### config.mk
export PLATFORM = sky130hd
export DESIGN_NAME = spmm_top
export DESIGN_NICKNAME = d
export VERILOG_FILES = /design/src/spmm_pkg.sv /design/src/spmm_top.sv /design/src/result_collector.sv /design/src/column_pe.sv /design/src/lhs_row_decoder.sv /design/src/rhs_loader.sv
export SDC_FILE = /design/constraint.sdc
export NUM_CORES = 2
export LEC_CHECK = 0
export ABC_CLOCK_PERIOD_IN_PS = 11900
export CORE_UTILIZATION = 45
export CTS_CLUSTER_SIZE = 10
export DETAILED_ROUTE_END_ITERATION = 10
export DONT_BUFFER_PORTS = 1
export GPL_TIMING_DRIVEN = 0
export PLACE_DENSITY = 0.68
export SKIP_LAST_GASP = 1
export SYNTH_ARGS = -nofsm -noshare
export SYNTH_HDL_FRONTEND = slang
export SYNTH_SLANG_ARGS = --single-unit
### constraint.sdc
create_clock -name clock -period 11.9 [get_ports clock]
set_clock_uncertainty 0.15 [all_clocks]
set_input_delay 0.595 -clock clock [delete_from_list [all_inputs] [get_ports clock]]
set_output_delay 0.595 -clock clock [all_outputs]
set_load 0.05 [all_outputs]
### src/spmm_pkg.sv
package spmm_pkg;

    // Matrix side, also the number of nonzeros in one tile
    localparam int dim = 4;

    // Element width, all arithmetic wraps to this
    localparam int data_w = 8;

    // Row or column index
    localparam int idx_w = 2;

    // Cumulative row pointer, counts 0 to dim
    localparam int ptr_w = 3;

    // Rows per matrix, one load or output beat each
    localparam int beats = 4;

endpackage
### src/spmm_top.sv
`timescale 1ns/100ps

module spmm_top
    import spmm_pkg::*;
(
    input  logic                        clock,
    input  logic                        reset,

    // Right matrix, one row per beat
    input  logic                        rhs_valid,
    output logic                        rhs_ready,
    input  logic [dim-1:0][data_w-1:0]  rhs_row,

    // Compressed-row tile
    input  logic                        lhs_valid,
    output logic                        lhs_ready,
    input  logic [dim-1:0][data_w-1:0]  lhs_data,
    input  logic [dim-1:0][idx_w-1:0]   lhs_col,
    input  logic [dim-1:0][ptr_w-1:0]   lhs_ptr,

    // Result rows
    output logic                        out_valid,
    input  logic                        out_ready,
    output logic [dim-1:0][data_w-1:0]  out_row
);

    logic [dim-1:0][beats-1:0][data_w-1:0] rhs_matrix;
    logic                                  rhs_full;
    logic                                  loading;
    logic                                  job_busy;
    logic                                  issue;
    logic [dim-1:0][data_w-1:0]            nz_data;
    logic [dim-1:0][idx_w-1:0]             nz_col;
    logic [dim-1:0][idx_w-1:0]             nz_row;
    logic [dim-1:0]                        nz_keep;
    logic [dim-1:0][dim-1:0][data_w-1:0]   col_sums_all;
    logic [dim-1:0]                        pe_sums_valid;
    logic                                  draining;

    rhs_loader u_loader (
        .clock      (clock),
        .reset      (reset),
        .rhs_valid  (rhs_valid),
        .rhs_ready  (rhs_ready),
        .rhs_row    (rhs_row),
        .job_busy   (job_busy),
        .rhs_matrix (rhs_matrix),
        .rhs_full   (rhs_full),
        .loading    (loading)
    );

    lhs_row_decoder u_decoder (
        .clock     (clock),
        .reset     (reset),
        .lhs_valid (lhs_valid),
        .lhs_ready (lhs_ready),
        .lhs_data  (lhs_data),
        .lhs_col   (lhs_col),
        .lhs_ptr   (lhs_ptr),
        .rhs_full  (rhs_full),
        .loading   (loading),
        .draining  (draining),
        .job_busy  (job_busy),
        .issue     (issue),
        .nz_data   (nz_data),
        .nz_col    (nz_col),
        .nz_row    (nz_row),
        .nz_keep   (nz_keep)
    );

    // One PE per output column
    for (genvar j = 0; j < dim; j++) begin : g_pe
        column_pe u_pe (
            .clock      (clock),
            .reset      (reset),
            .issue      (issue),
            .nz_data    (nz_data),
            .nz_col     (nz_col),
            .nz_row     (nz_row),
            .nz_keep    (nz_keep),
            .rhs_column (rhs_matrix[j]),
            .col_sums   (col_sums_all[j]),
            .sums_valid (pe_sums_valid[j])
        );
    end

    // All PEs run in lockstep, element 0 times the capture
    result_collector u_collector (
        .clock        (clock),
        .reset        (reset),
        .sums_valid   (pe_sums_valid[0]),
        .col_sums_all (col_sums_all),
        .out_valid    (out_valid),
        .out_ready    (out_ready),
        .out_row      (out_row),
        .draining     (draining)
    );

endmodule

### src/result_collector.sv
`timescale 1ns/100ps

module result_collector
    import spmm_pkg::*;
(
    input  logic                                 clock,
    input  logic                                 reset,
    input  logic                                 sums_valid,
    input  logic [dim-1:0][dim-1:0][data_w-1:0]  col_sums_all,
    output logic                                 out_valid,
    input  logic                                 out_ready,
    output logic [dim-1:0][data_w-1:0]           out_row,
    output logic                                 draining
);

    // Held result, row-major
    logic [beats-1:0][dim-1:0][data_w-1:0] result;
    logic [idx_w-1:0]                      row_ptr;
    logic                                  row_taken;
    logic                                  last_row;

    assign row_taken = out_valid && out_ready;
    assign last_row  = (row_ptr == idx_w'(beats - 1));

    // Current row held until the sink takes it
    assign out_row  = result[row_ptr];
    assign draining = out_valid;

    always_ff @(posedge clock or posedge reset) begin
        if (reset) begin
            out_valid <= 1'b0;
            row_ptr   <= '0;
        end else if (sums_valid) begin
            out_valid <= 1'b1;
            row_ptr   <= '0;
        end else if (row_taken) begin
            if (last_row) begin
                out_valid <= 1'b0;
                row_ptr   <= '0;
            end else begin
                row_ptr <= row_ptr + 1'b1;
            end
        end
    end

    // Transpose column sums into rows on capture
    always_ff @(posedge clock) begin
        if (sums_valid) begin
            for (int r = 0; r < beats; r++) begin
                for (int j = 0; j < dim; j++) begin
                    result[r][j] <= col_sums_all[j][r];
                end
            end
        end
    end

endmodule

### src/column_pe.sv
`timescale 1ns/100ps

module column_pe
    import spmm_pkg::*;
(
    input  logic                        clock,
    input  logic                        reset,
    input  logic                        issue,
    input  logic [dim-1:0][data_w-1:0]  nz_data,
    input  logic [dim-1:0][idx_w-1:0]   nz_col,
    input  logic [dim-1:0][idx_w-1:0]   nz_row,
    input  logic [dim-1:0]              nz_keep,
    input  logic [dim-1:0][data_w-1:0]  rhs_column,
    output logic [dim-1:0][data_w-1:0]  col_sums,
    output logic                        sums_valid
);

    logic [dim-1:0][2*data_w-1:0] prod_wide;
    logic [dim-1:0][data_w-1:0]   prod;
    logic [dim-1:0][idx_w-1:0]    prod_row;
    logic [dim-1:0]               prod_keep;
    logic                         prod_valid;
    logic [dim-1:0][data_w-1:0]   row_sum;

    // Column index picks the matching right-matrix element
    always_comb begin
        for (int k = 0; k < dim; k++) begin
            prod_wide[k] = nz_data[k] * rhs_column[nz_col[k]];
        end
    end

    // Segmented reduction, one linear sum per row
    always_comb begin
        for (int r = 0; r < dim; r++) begin
            row_sum[r] = '0;
            for (int k = 0; k < dim; k++) begin
                if (prod_keep[k] && (prod_row[k] == idx_w'(r))) begin
                    row_sum[r] = row_sum[r] + prod[k];
                end
            end
        end
    end

    always_ff @(posedge clock or posedge reset) begin
        if (reset) begin
            prod_valid <= 1'b0;
            sums_valid <= 1'b0;
        end else begin
            prod_valid <= issue;
            sums_valid <= prod_valid;
        end
    end

    always_ff @(posedge clock) begin
        if (issue) begin
            for (int k = 0; k < dim; k++) begin
                prod[k] <= prod_wide[k][data_w-1:0];
            end
            prod_row  <= nz_row;
            prod_keep <= nz_keep;
        end
        if (prod_valid) begin
            col_sums <= row_sum;
        end
    end

endmodule

### src/lhs_row_decoder.sv
`timescale 1ns/100ps

module lhs_row_decoder
    import spmm_pkg::*;
(
    input  logic                        clock,
    input  logic                        reset,
    input  logic                        lhs_valid,
    output logic                        lhs_ready,
    input  logic [dim-1:0][data_w-1:0]  lhs_data,
    input  logic [dim-1:0][idx_w-1:0]   lhs_col,
    input  logic [dim-1:0][ptr_w-1:0]   lhs_ptr,
    input  logic                        rhs_full,
    input  logic                        loading,
    input  logic                        draining,
    output logic                        job_busy,
    output logic                        issue,
    output logic [dim-1:0][data_w-1:0]  nz_data,
    output logic [dim-1:0][idx_w-1:0]   nz_col,
    output logic [dim-1:0][idx_w-1:0]   nz_row,
    output logic [dim-1:0]              nz_keep
);

    logic                      busy;
    logic                      seen_drain;
    logic                      accept;
    logic [dim-1:0][idx_w-1:0] row_next;
    logic [dim-1:0]            keep_next;

    assign lhs_ready = rhs_full && !busy && !loading;
    assign accept    = lhs_valid && lhs_ready;

    // Busy already in the accept cycle, so no load beat slips in alongside
    assign job_busy = busy || accept;

    // Row of nonzero k is the first r whose pointer exceeds k
    always_comb begin
        for (int k = 0; k < dim; k++) begin
            row_next[k] = '0;
            for (int r = dim - 1; r >= 0; r--) begin
                if (ptr_w'(k) < lhs_ptr[r]) begin
                    row_next[k] = idx_w'(r);
                end
            end
            keep_next[k] = (ptr_w'(k) < lhs_ptr[dim-1]);
        end
    end

    // Job ends once the collector has drained its last row
    always_ff @(posedge clock or posedge reset) begin
        if (reset) begin
            busy       <= 1'b0;
            seen_drain <= 1'b0;
            issue      <= 1'b0;
        end else begin
            issue <= accept;
            if (accept) begin
                busy       <= 1'b1;
                seen_drain <= 1'b0;
            end else if (busy) begin
                if (draining) begin
                    seen_drain <= 1'b1;
                end else if (seen_drain) begin
                    busy       <= 1'b0;
                    seen_drain <= 1'b0;
                end
            end
        end
    end

    always_ff @(posedge clock) begin
        if (accept) begin
            nz_data <= lhs_data;
            nz_col  <= lhs_col;
            nz_row  <= row_next;
            nz_keep <= keep_next;
        end
    end

endmodule

### src/rhs_loader.sv
`timescale 1ns/100ps

module rhs_loader
    import spmm_pkg::*;
(
    input  logic                                    clock,
    input  logic                                    reset,
    input  logic                                    rhs_valid,
    output logic                                    rhs_ready,
    input  logic [dim-1:0][data_w-1:0]              rhs_row,
    input  logic                                    job_busy,
    output logic [dim-1:0][beats-1:0][data_w-1:0]   rhs_matrix,
    output logic                                    rhs_full,
    output logic                                    loading
);

    logic [idx_w-1:0] row_count;
    logic             accept;

    // Matrix stays fixed while a job reads it
    assign rhs_ready = !job_busy;
    assign accept    = rhs_valid && rhs_ready;

    // Part-way through a matrix
    assign loading = (row_count != '0);

    always_ff @(posedge clock or posedge reset) begin
        if (reset) begin
            row_count <= '0;
            rhs_full  <= 1'b0;
        end else if (accept) begin
            row_count <= row_count + 1'b1;
            if (row_count == idx_w'(beats - 1)) begin
                rhs_full <= 1'b1;
            end else if (row_count == '0) begin
                // First beat of a new matrix invalidates the old one
                rhs_full <= 1'b0;
            end
        end
    end

    // Stored column-major so each PE gets one slice
    always_ff @(posedge clock) begin
        if (accept) begin
            for (int j = 0; j < dim; j++) begin
                rhs_matrix[j][row_count] <= rhs_row[j];
            end
        end
    end

endmodule

# Yosys cells after proc, flatten, opt, wreduce, memory -nomap -nowiden
# Cells that the tools add are included.
[totals] ff_bits=587 input_bits=89 out_inout_bits=35 elab_cells=371
[op_classes] add_sub_neg=50 n_mul=16 n_lt_le_gt_ge=23 eq_ne=14 mux=131 n_reduce_logical=42
[op_table] cell="8-bit two-way mux" n=81
[op_table] cell="8-bit adder" n=48
[op_table] cell="8-bit binary-select mux with 2-bit select" n=16
[op_table] cell="32-bit bitwise mux" n=4
[op_table] cell="8-bit by 8-bit multiplier with 8-bit output" n=16
[op_table] cell="32-bit binary-select mux with 2-bit select" n=1
[op_table] cell="32-bit two-way mux" n=1
[op_table] cell="1-bit by 3-bit < comparator with 1-bit output (first input constant)" n=8
[op_table] cell="2-bit by 3-bit < comparator with 1-bit output (first input constant)" n=8
[op_table] cell="1-bit logical AND" n=22
[op_table] cell="2-bit two-way mux" n=11
[op_table] cell="2-bit equality test (second input constant)" n=10
[op_table] cell="2-bit by 3-bit < comparator with 1-bit output (second input constant)" n=6
[op_table] cell="8-bit demux with 2-bit select" n=1
[op_table] cell="1-bit two-way mux" n=16
[op_table] cell="2-bit logical NOT" n=5
[op_table] cell="2-bit nonzero test" n=5
[op_table] cell="2-bit by 1-bit equality test with 1-bit output (second input constant)" n=4
[op_table] cell="2-bit OR reduction" n=4
[op_table] cell="2-bit by 1-bit adder with 2-bit output (second input constant)" n=2
[op_table] cell="2-bit AND reduction" n=2
[op_table] cell="1-bit logical NOT" n=3
[op_table] cell="2-bit by 1-bit greater-or-equal comparator with 1-bit output (second input constant)" n=1
[op_table] cell="1-bit logical OR" n=1

# Longest topological paths before layout
[logic_depth] ltp_word=9 mapped_depth=30 ltp_nobuf=27

# Modules after synthesis
# Synthesis repeated with hierarchy kept, for this count alone.
[unflattened] cells_unflattened=5257 area_unflattened_um2=56739.4
[modules_own_cells] module="column_pe at g_pe[3].u_pe" n_inst=1 cells_per_inst=1239 area_per_inst_um2=11717.5 seq_area_each_um2=2332.2
[modules_own_cells] module="column_pe at g_pe[1].u_pe" n_inst=1 cells_per_inst=1214 area_per_inst_um2=11524.8 seq_area_each_um2=2332.2
[modules_own_cells] module="column_pe at g_pe[2].u_pe" n_inst=1 cells_per_inst=1217 area_per_inst_um2=11496.0 seq_area_each_um2=2332.2
[modules_own_cells] module="column_pe at g_pe[0].u_pe" n_inst=1 cells_per_inst=1162 area_per_inst_um2=11269.6 seq_area_each_um2=2332.2
[modules_own_cells] module="result_collector" n_inst=1 cells_per_inst=182 area_per_inst_um2=4795.8 seq_area_each_um2=3918.8
[modules_own_cells] module="rhs_loader" n_inst=1 cells_per_inst=149 area_per_inst_um2=4077.7 seq_area_each_um2=3918.8
[modules_own_cells] module="lhs_row_decoder" n_inst=1 cells_per_inst=94 area_per_inst_um2=1858.0 seq_area_each_um2=1636.6

# Least setup slack after synthesis
# No wires, ideal clock.
[synth_path] path_kind="reg-to-reg" from="register, netlist name g_pe[3].u_pe.prod_row[1]" to="register g_pe[2].u_pe.col_sums[7] (netlist bit) (data pin)" setup_time_ps=268 t_arrival_ps=5396 required_time_ps=11482 setup_slack_ps=6087 path_stages_with_launch=27 path_buffers=3 period_less_slack_ps=5813 cell_sequence="edfxtp_1 -> buf_6 -> nor3b_4 -> buf_2 -> clkbuf_1 -> and2_1 -> ha_1 -> inv_1 -> fa_1 -> nor2b_1 -> o21a_1 -> o21ai_0 -> nand2_1 -> xnor2_1 -> o21ai_0 -> ha_1 -> and3_1 -> a2111oi_0 -> xnor2_1 -> mux2_2 -> ha_1 -> a21o_1 -> a21o_1 -> xor2_1 -> nand2_1 -> xnor2_1 -> xnor3_1"
[synth_rtl] item="to (signal assigned)" line_no="column_pe.sv:63" source="col_sums <= row_sum;"
[synth_rtl] item="to (decl)" line_no="column_pe.sv:14" source="output logic [dim-1:0][data_w-1:0] col_sums,"

==> impl_metrics.yaml <==
critical_path:
  worstSetupPathType: "register to register"
  rr_endpoint: "g_pe[2].u_pe.col_sums[7]$_DFFE_PP_"
  critical_path_end_type: "register"
  crit_fanout: 10
  timing.critical_path.required_ns: 12.15
  cp_slowest_stage_delay_ns: 0.85
  arrival_ns: 8.19
  crit_path_start_kind: "register"
  critical-path-slowest-cell: "a2111oi_0"
  worst_r2r_path_depth: 26
  crit-reg2reg-launch: "g_pe[3].u_pe.prod_row[1]$_DFFE_PP_"
  r2r_slack_ns: 3.96
clock_tree:
  max-clock-path-buffers: 3
  cts_hold_buf: 87
  cts_tree: "yes"
  htree_num_levels: 3
  tritoncts_num_sinks: 587
  post_cts_buffers: 0
  clk_latency_ns: 0.70
  clk_transition_reported_paths_ns: 0.06
  cts_inserted_buffers: 71
  cts-root-buf: "clkbuf_16"
  post_cts.resized_instances: 0
timing:
  rsz0062_at_grt: "no"
  report.final.slew_viol_count: 2
  tightestPinTransition_ns: 1.51
  totalNegativeSetupSlack_ns: 0
  finalSetupViolCount: 0
  finalHoldViolCount: 0
  layout_min_cycle_time_ns: 7.94
  fmax_mhz: 126
  maxSlewHeadroom_pct: -1.58
  finalCritPeriodShare_pct: 66.8
routing:
  drtIter0Drc: 4024
  ant_nets: 0
  ratio_of_routed_vias_to_standard_cells: 5.70
  average_wire_length_per_cell_after_detail_routing_um: 25.3
  detailroute.via_count: 40700
  remaining_drc_errors: 0
  routed_wirelength_um: 181000
  drt_pre_antenna_iters: 6
worst_hold_path:
  timing.hold.worst_path_depth: 3
  hold_end: "u_decoder.nz_row[1]$_SDFFCE_PP0P_"
  worst_min_delay_path_category: "primary input to register"
  min_from: "lhs_ptr[3]"
synth:
  yosys.area_share.simple_pct: 13.3
  ys.flop_type: "edfxtp_1"
  synth_commonest_cells: "ha_1 (581), edfxtp_1 (576), nand2_1 (539)"
  netlist.area_leader.share_pct: 31.4
  post_synth_num_cell_types: 96
  synth-xor-area-share_pct: 9.41
  syn_area_per_cell_um2: 10.4
  mappedNetlistArea_um2: 55100
  synth-async-reset-ratio_pct: 1.87
  synthDominantAreaCellType: "edfxtp_1"
  share_of_the_synthesized_area_in_compound_gates_ao_oa_aoi_oai_pct: 9.38
  cells_after_synthesis: 5305
  synth_edf_count: 576
  syn-num-nets: 6215
  synth_sequential_area_ratio_pct: 31.9
  yosys-mux-area-fraction_pct: 8.68
  yosys_register_bits: 587
  synth_top_family_by_area: "adder cells"
  most_repeated_cell_in_the_gate_level_netlist_after_synthesis: "ha_1"
  synth.top_cells.by_area: "edfxtp_1 (31%), ha_1 (13%), fa_1 (8.7%)"
  synth.yosys.warnings: 0
  post_synth_fa_ha_maj_area_fraction_pct: 22.2
die:
  io-pin-count: 124
  core_area_um2: 122000
  std_cell_rows: 128
  floorplan.initialDensity_pct: 45.3
  design.die.area_um2: 124000
  die_width_um: 352
  chipHeight_um: 352
global_routing:
  aggregate_global_route_resource_usage_pct: 29.0
  number_of_global_route_vias_before_repair: 40000
  grt_antenna_before_repair: 15
  grt_pass1_wl_um: 263000
  grt_remaining_overflow: 0
  pin_count_of_the_biggest_net_entering_global_routing: 79
placement:
  hpwlAfterDp_um: 146000
  finalWeightedCongestion: 1.00
  portBuffers: 0
power_and_ir_drop:
  power_mw: 10.6
  peakVddDrop_mv: 0.270
  leakage_nw: 25.1
  p_per_area_nw_per_um2: 176
flow_run:
  max_cap_viol_count: 1
outcome:
  failing_checks: "capacitance limit, slew limit"
  run_status: "finished, violations left"
layout:
  fillerInstances: 11000
  synthToLayoutAreaGrowth_pct: 9.35
  final_nets: 6380
  layout-drive-gt1-share_pct: 7.85
[metal layers]
layer | track usage (%) | vias to the layer above | share of wire, % | wire (um)
met1 | 37.8 | 19800 | 41 | 73700
met5 | 0 | - | 0.032 | 58
met4 | 15.6 | 8 | 6.2 | 11100
met2 | 46.4 | 1816 | 45 | 82100
met3 | 4.51 | 385 | 7.6 | 13700
li1 | - | 18700 | - | -
[state kept, by name, summed over array words and instances (netlist names), 4 cells and up]
| name | cells |
|---|---|
| u_decoder.nz_keep | 4 |
| g_pe.u_pe.prod_keep | 4 |
| u_decoder.nz_row | 8 |
| u_decoder.nz_data | 32 |
| u_decoder.nz_col | 8 |
| g_pe.u_pe.prod | 128 |
| g_pe.u_pe.prod_row | 8 |
| u_loader.rhs_matrix | 128 |
| u_collector.result | 128 |
| g_pe.u_pe.col_sums | 128 |
[worst max-delay path, delay by kind of cell, from the launching register on]
| family | cells | cell delay [ns] |
|---|---|---|
| buffers and inverters | 4 | 1.25 |
| multiplexers | 1 | 0.35 |
| adder cells (fa/ha/maj) | 4 | 1.39 |
| AO/OA/AOI/OAI | 6 | 1.60 |
| AND/OR/NAND/NOR | 6 | 1.46 |
| flip-flops | 1 | 0.42 |
| XOR/XNOR | 5 | 0.98 |
[metrics by stage]
step | instances | cell area (um^2) | utilization [%] | hold slack [ns] | setup slack [ns]
after floorplan | 5305 | 55100 | - | 0.250 | 6.09
after global placement | 6930 | 57200 | 47.0 | 0.251 | 4.31
after detailed placement | 6935 | 57300 | 47.1 | 0.255 | 4.24
after CTS | 7130 | 60300 | 49.5 | 0.00306 | 4.15
after global routing | 7133 | 60300 | 49.5 | 0.0362 | 3.60
final | 7134 | 60300 | 49.5 | 0.0474 | 3.96
[how the worst max path moves through the flow]
stage | start | to | slack, ns
2_1_floorplan | g_pe[3].u_pe.prod_row[1]$_DFFE_PP_ | g_pe[2].u_pe.col_sums[7]$_DFFE_PP_ | 6.09
3_3_place_gp | g_pe[3].u_pe.prod_row[1]$_DFFE_PP_ | g_pe[2].u_pe.col_sums[7]$_DFFE_PP_ | 4.31
3_5_place_dp | g_pe[3].u_pe.prod_row[1]$_DFFE_PP_ | g_pe[2].u_pe.col_sums[7]$_DFFE_PP_ | 4.24
4_1_cts | g_pe[3].u_pe.prod_row[1]$_DFFE_PP_ | g_pe[2].u_pe.col_sums[7]$_DFFE_PP_ | 4.15
5_1_grt | g_pe[3].u_pe.prod_row[1]$_DFFE_PP_ | g_pe[2].u_pe.col_sums[7]$_DFFE_PP_ | 3.60
6_report | g_pe[3].u_pe.prod_row[1]$_DFFE_PP_ | g_pe[2].u_pe.col_sums[7]$_DFFE_PP_ | 3.96
[report_power, final]
part	internal [mW]	leakage [nW]	switching (mW)	total (mW)
Combinational	2.19	18.7	3.46	5.65
Sequential	2.74	5.38	0.248	2.99
Clock	1.14	1.01	0.857	2.00
[cell usage in the layout (no fill, tap or decap), drive strengths merged, types with 42 or more instances in the layout]
cell	instances
and2	444
xor2	187
nand2	539
clkbuf	240
buf	73
a21oi	269
dlygate4sd3	87
o21a	44
o21ai	181
ha	581
nand2b	42
mux4	160
inv	521
nor2	264
mux2	88
edfxtp	576
xnor2	395
a21o	140
fa	240
[logic make-up after synthesis]
| family | after synthesis |
|---|---|
| AO/OA/AOI/OAI | 826 |
| XOR/XNOR | 586 |
| adder cells (fa/ha/maj) | 838 |
| buffers and inverters | 732 |
| flip-flops | 587 |
| multiplexers | 267 |
| AND/OR/NAND/NOR | 1469 |
[layout make-up]
type                            instances  area [um^2]  share of cell area [%]
Tap cell                             1625         2030                    3.37
Clock buffer                           94         1890                    3.14
Timing Repair Buffer                   92          993                    1.65
Inverter                              518         1940                    3.22
Sequential cell                       587        17600                    29.2
Buffer                                214          923                    1.53
Clock inverter                         14          199                   0.330
Multi-Input combinational cell       3986        34700                    57.6
Antenna cell                            4         10.0                  0.0166
(Power assumes the default switching activity.)
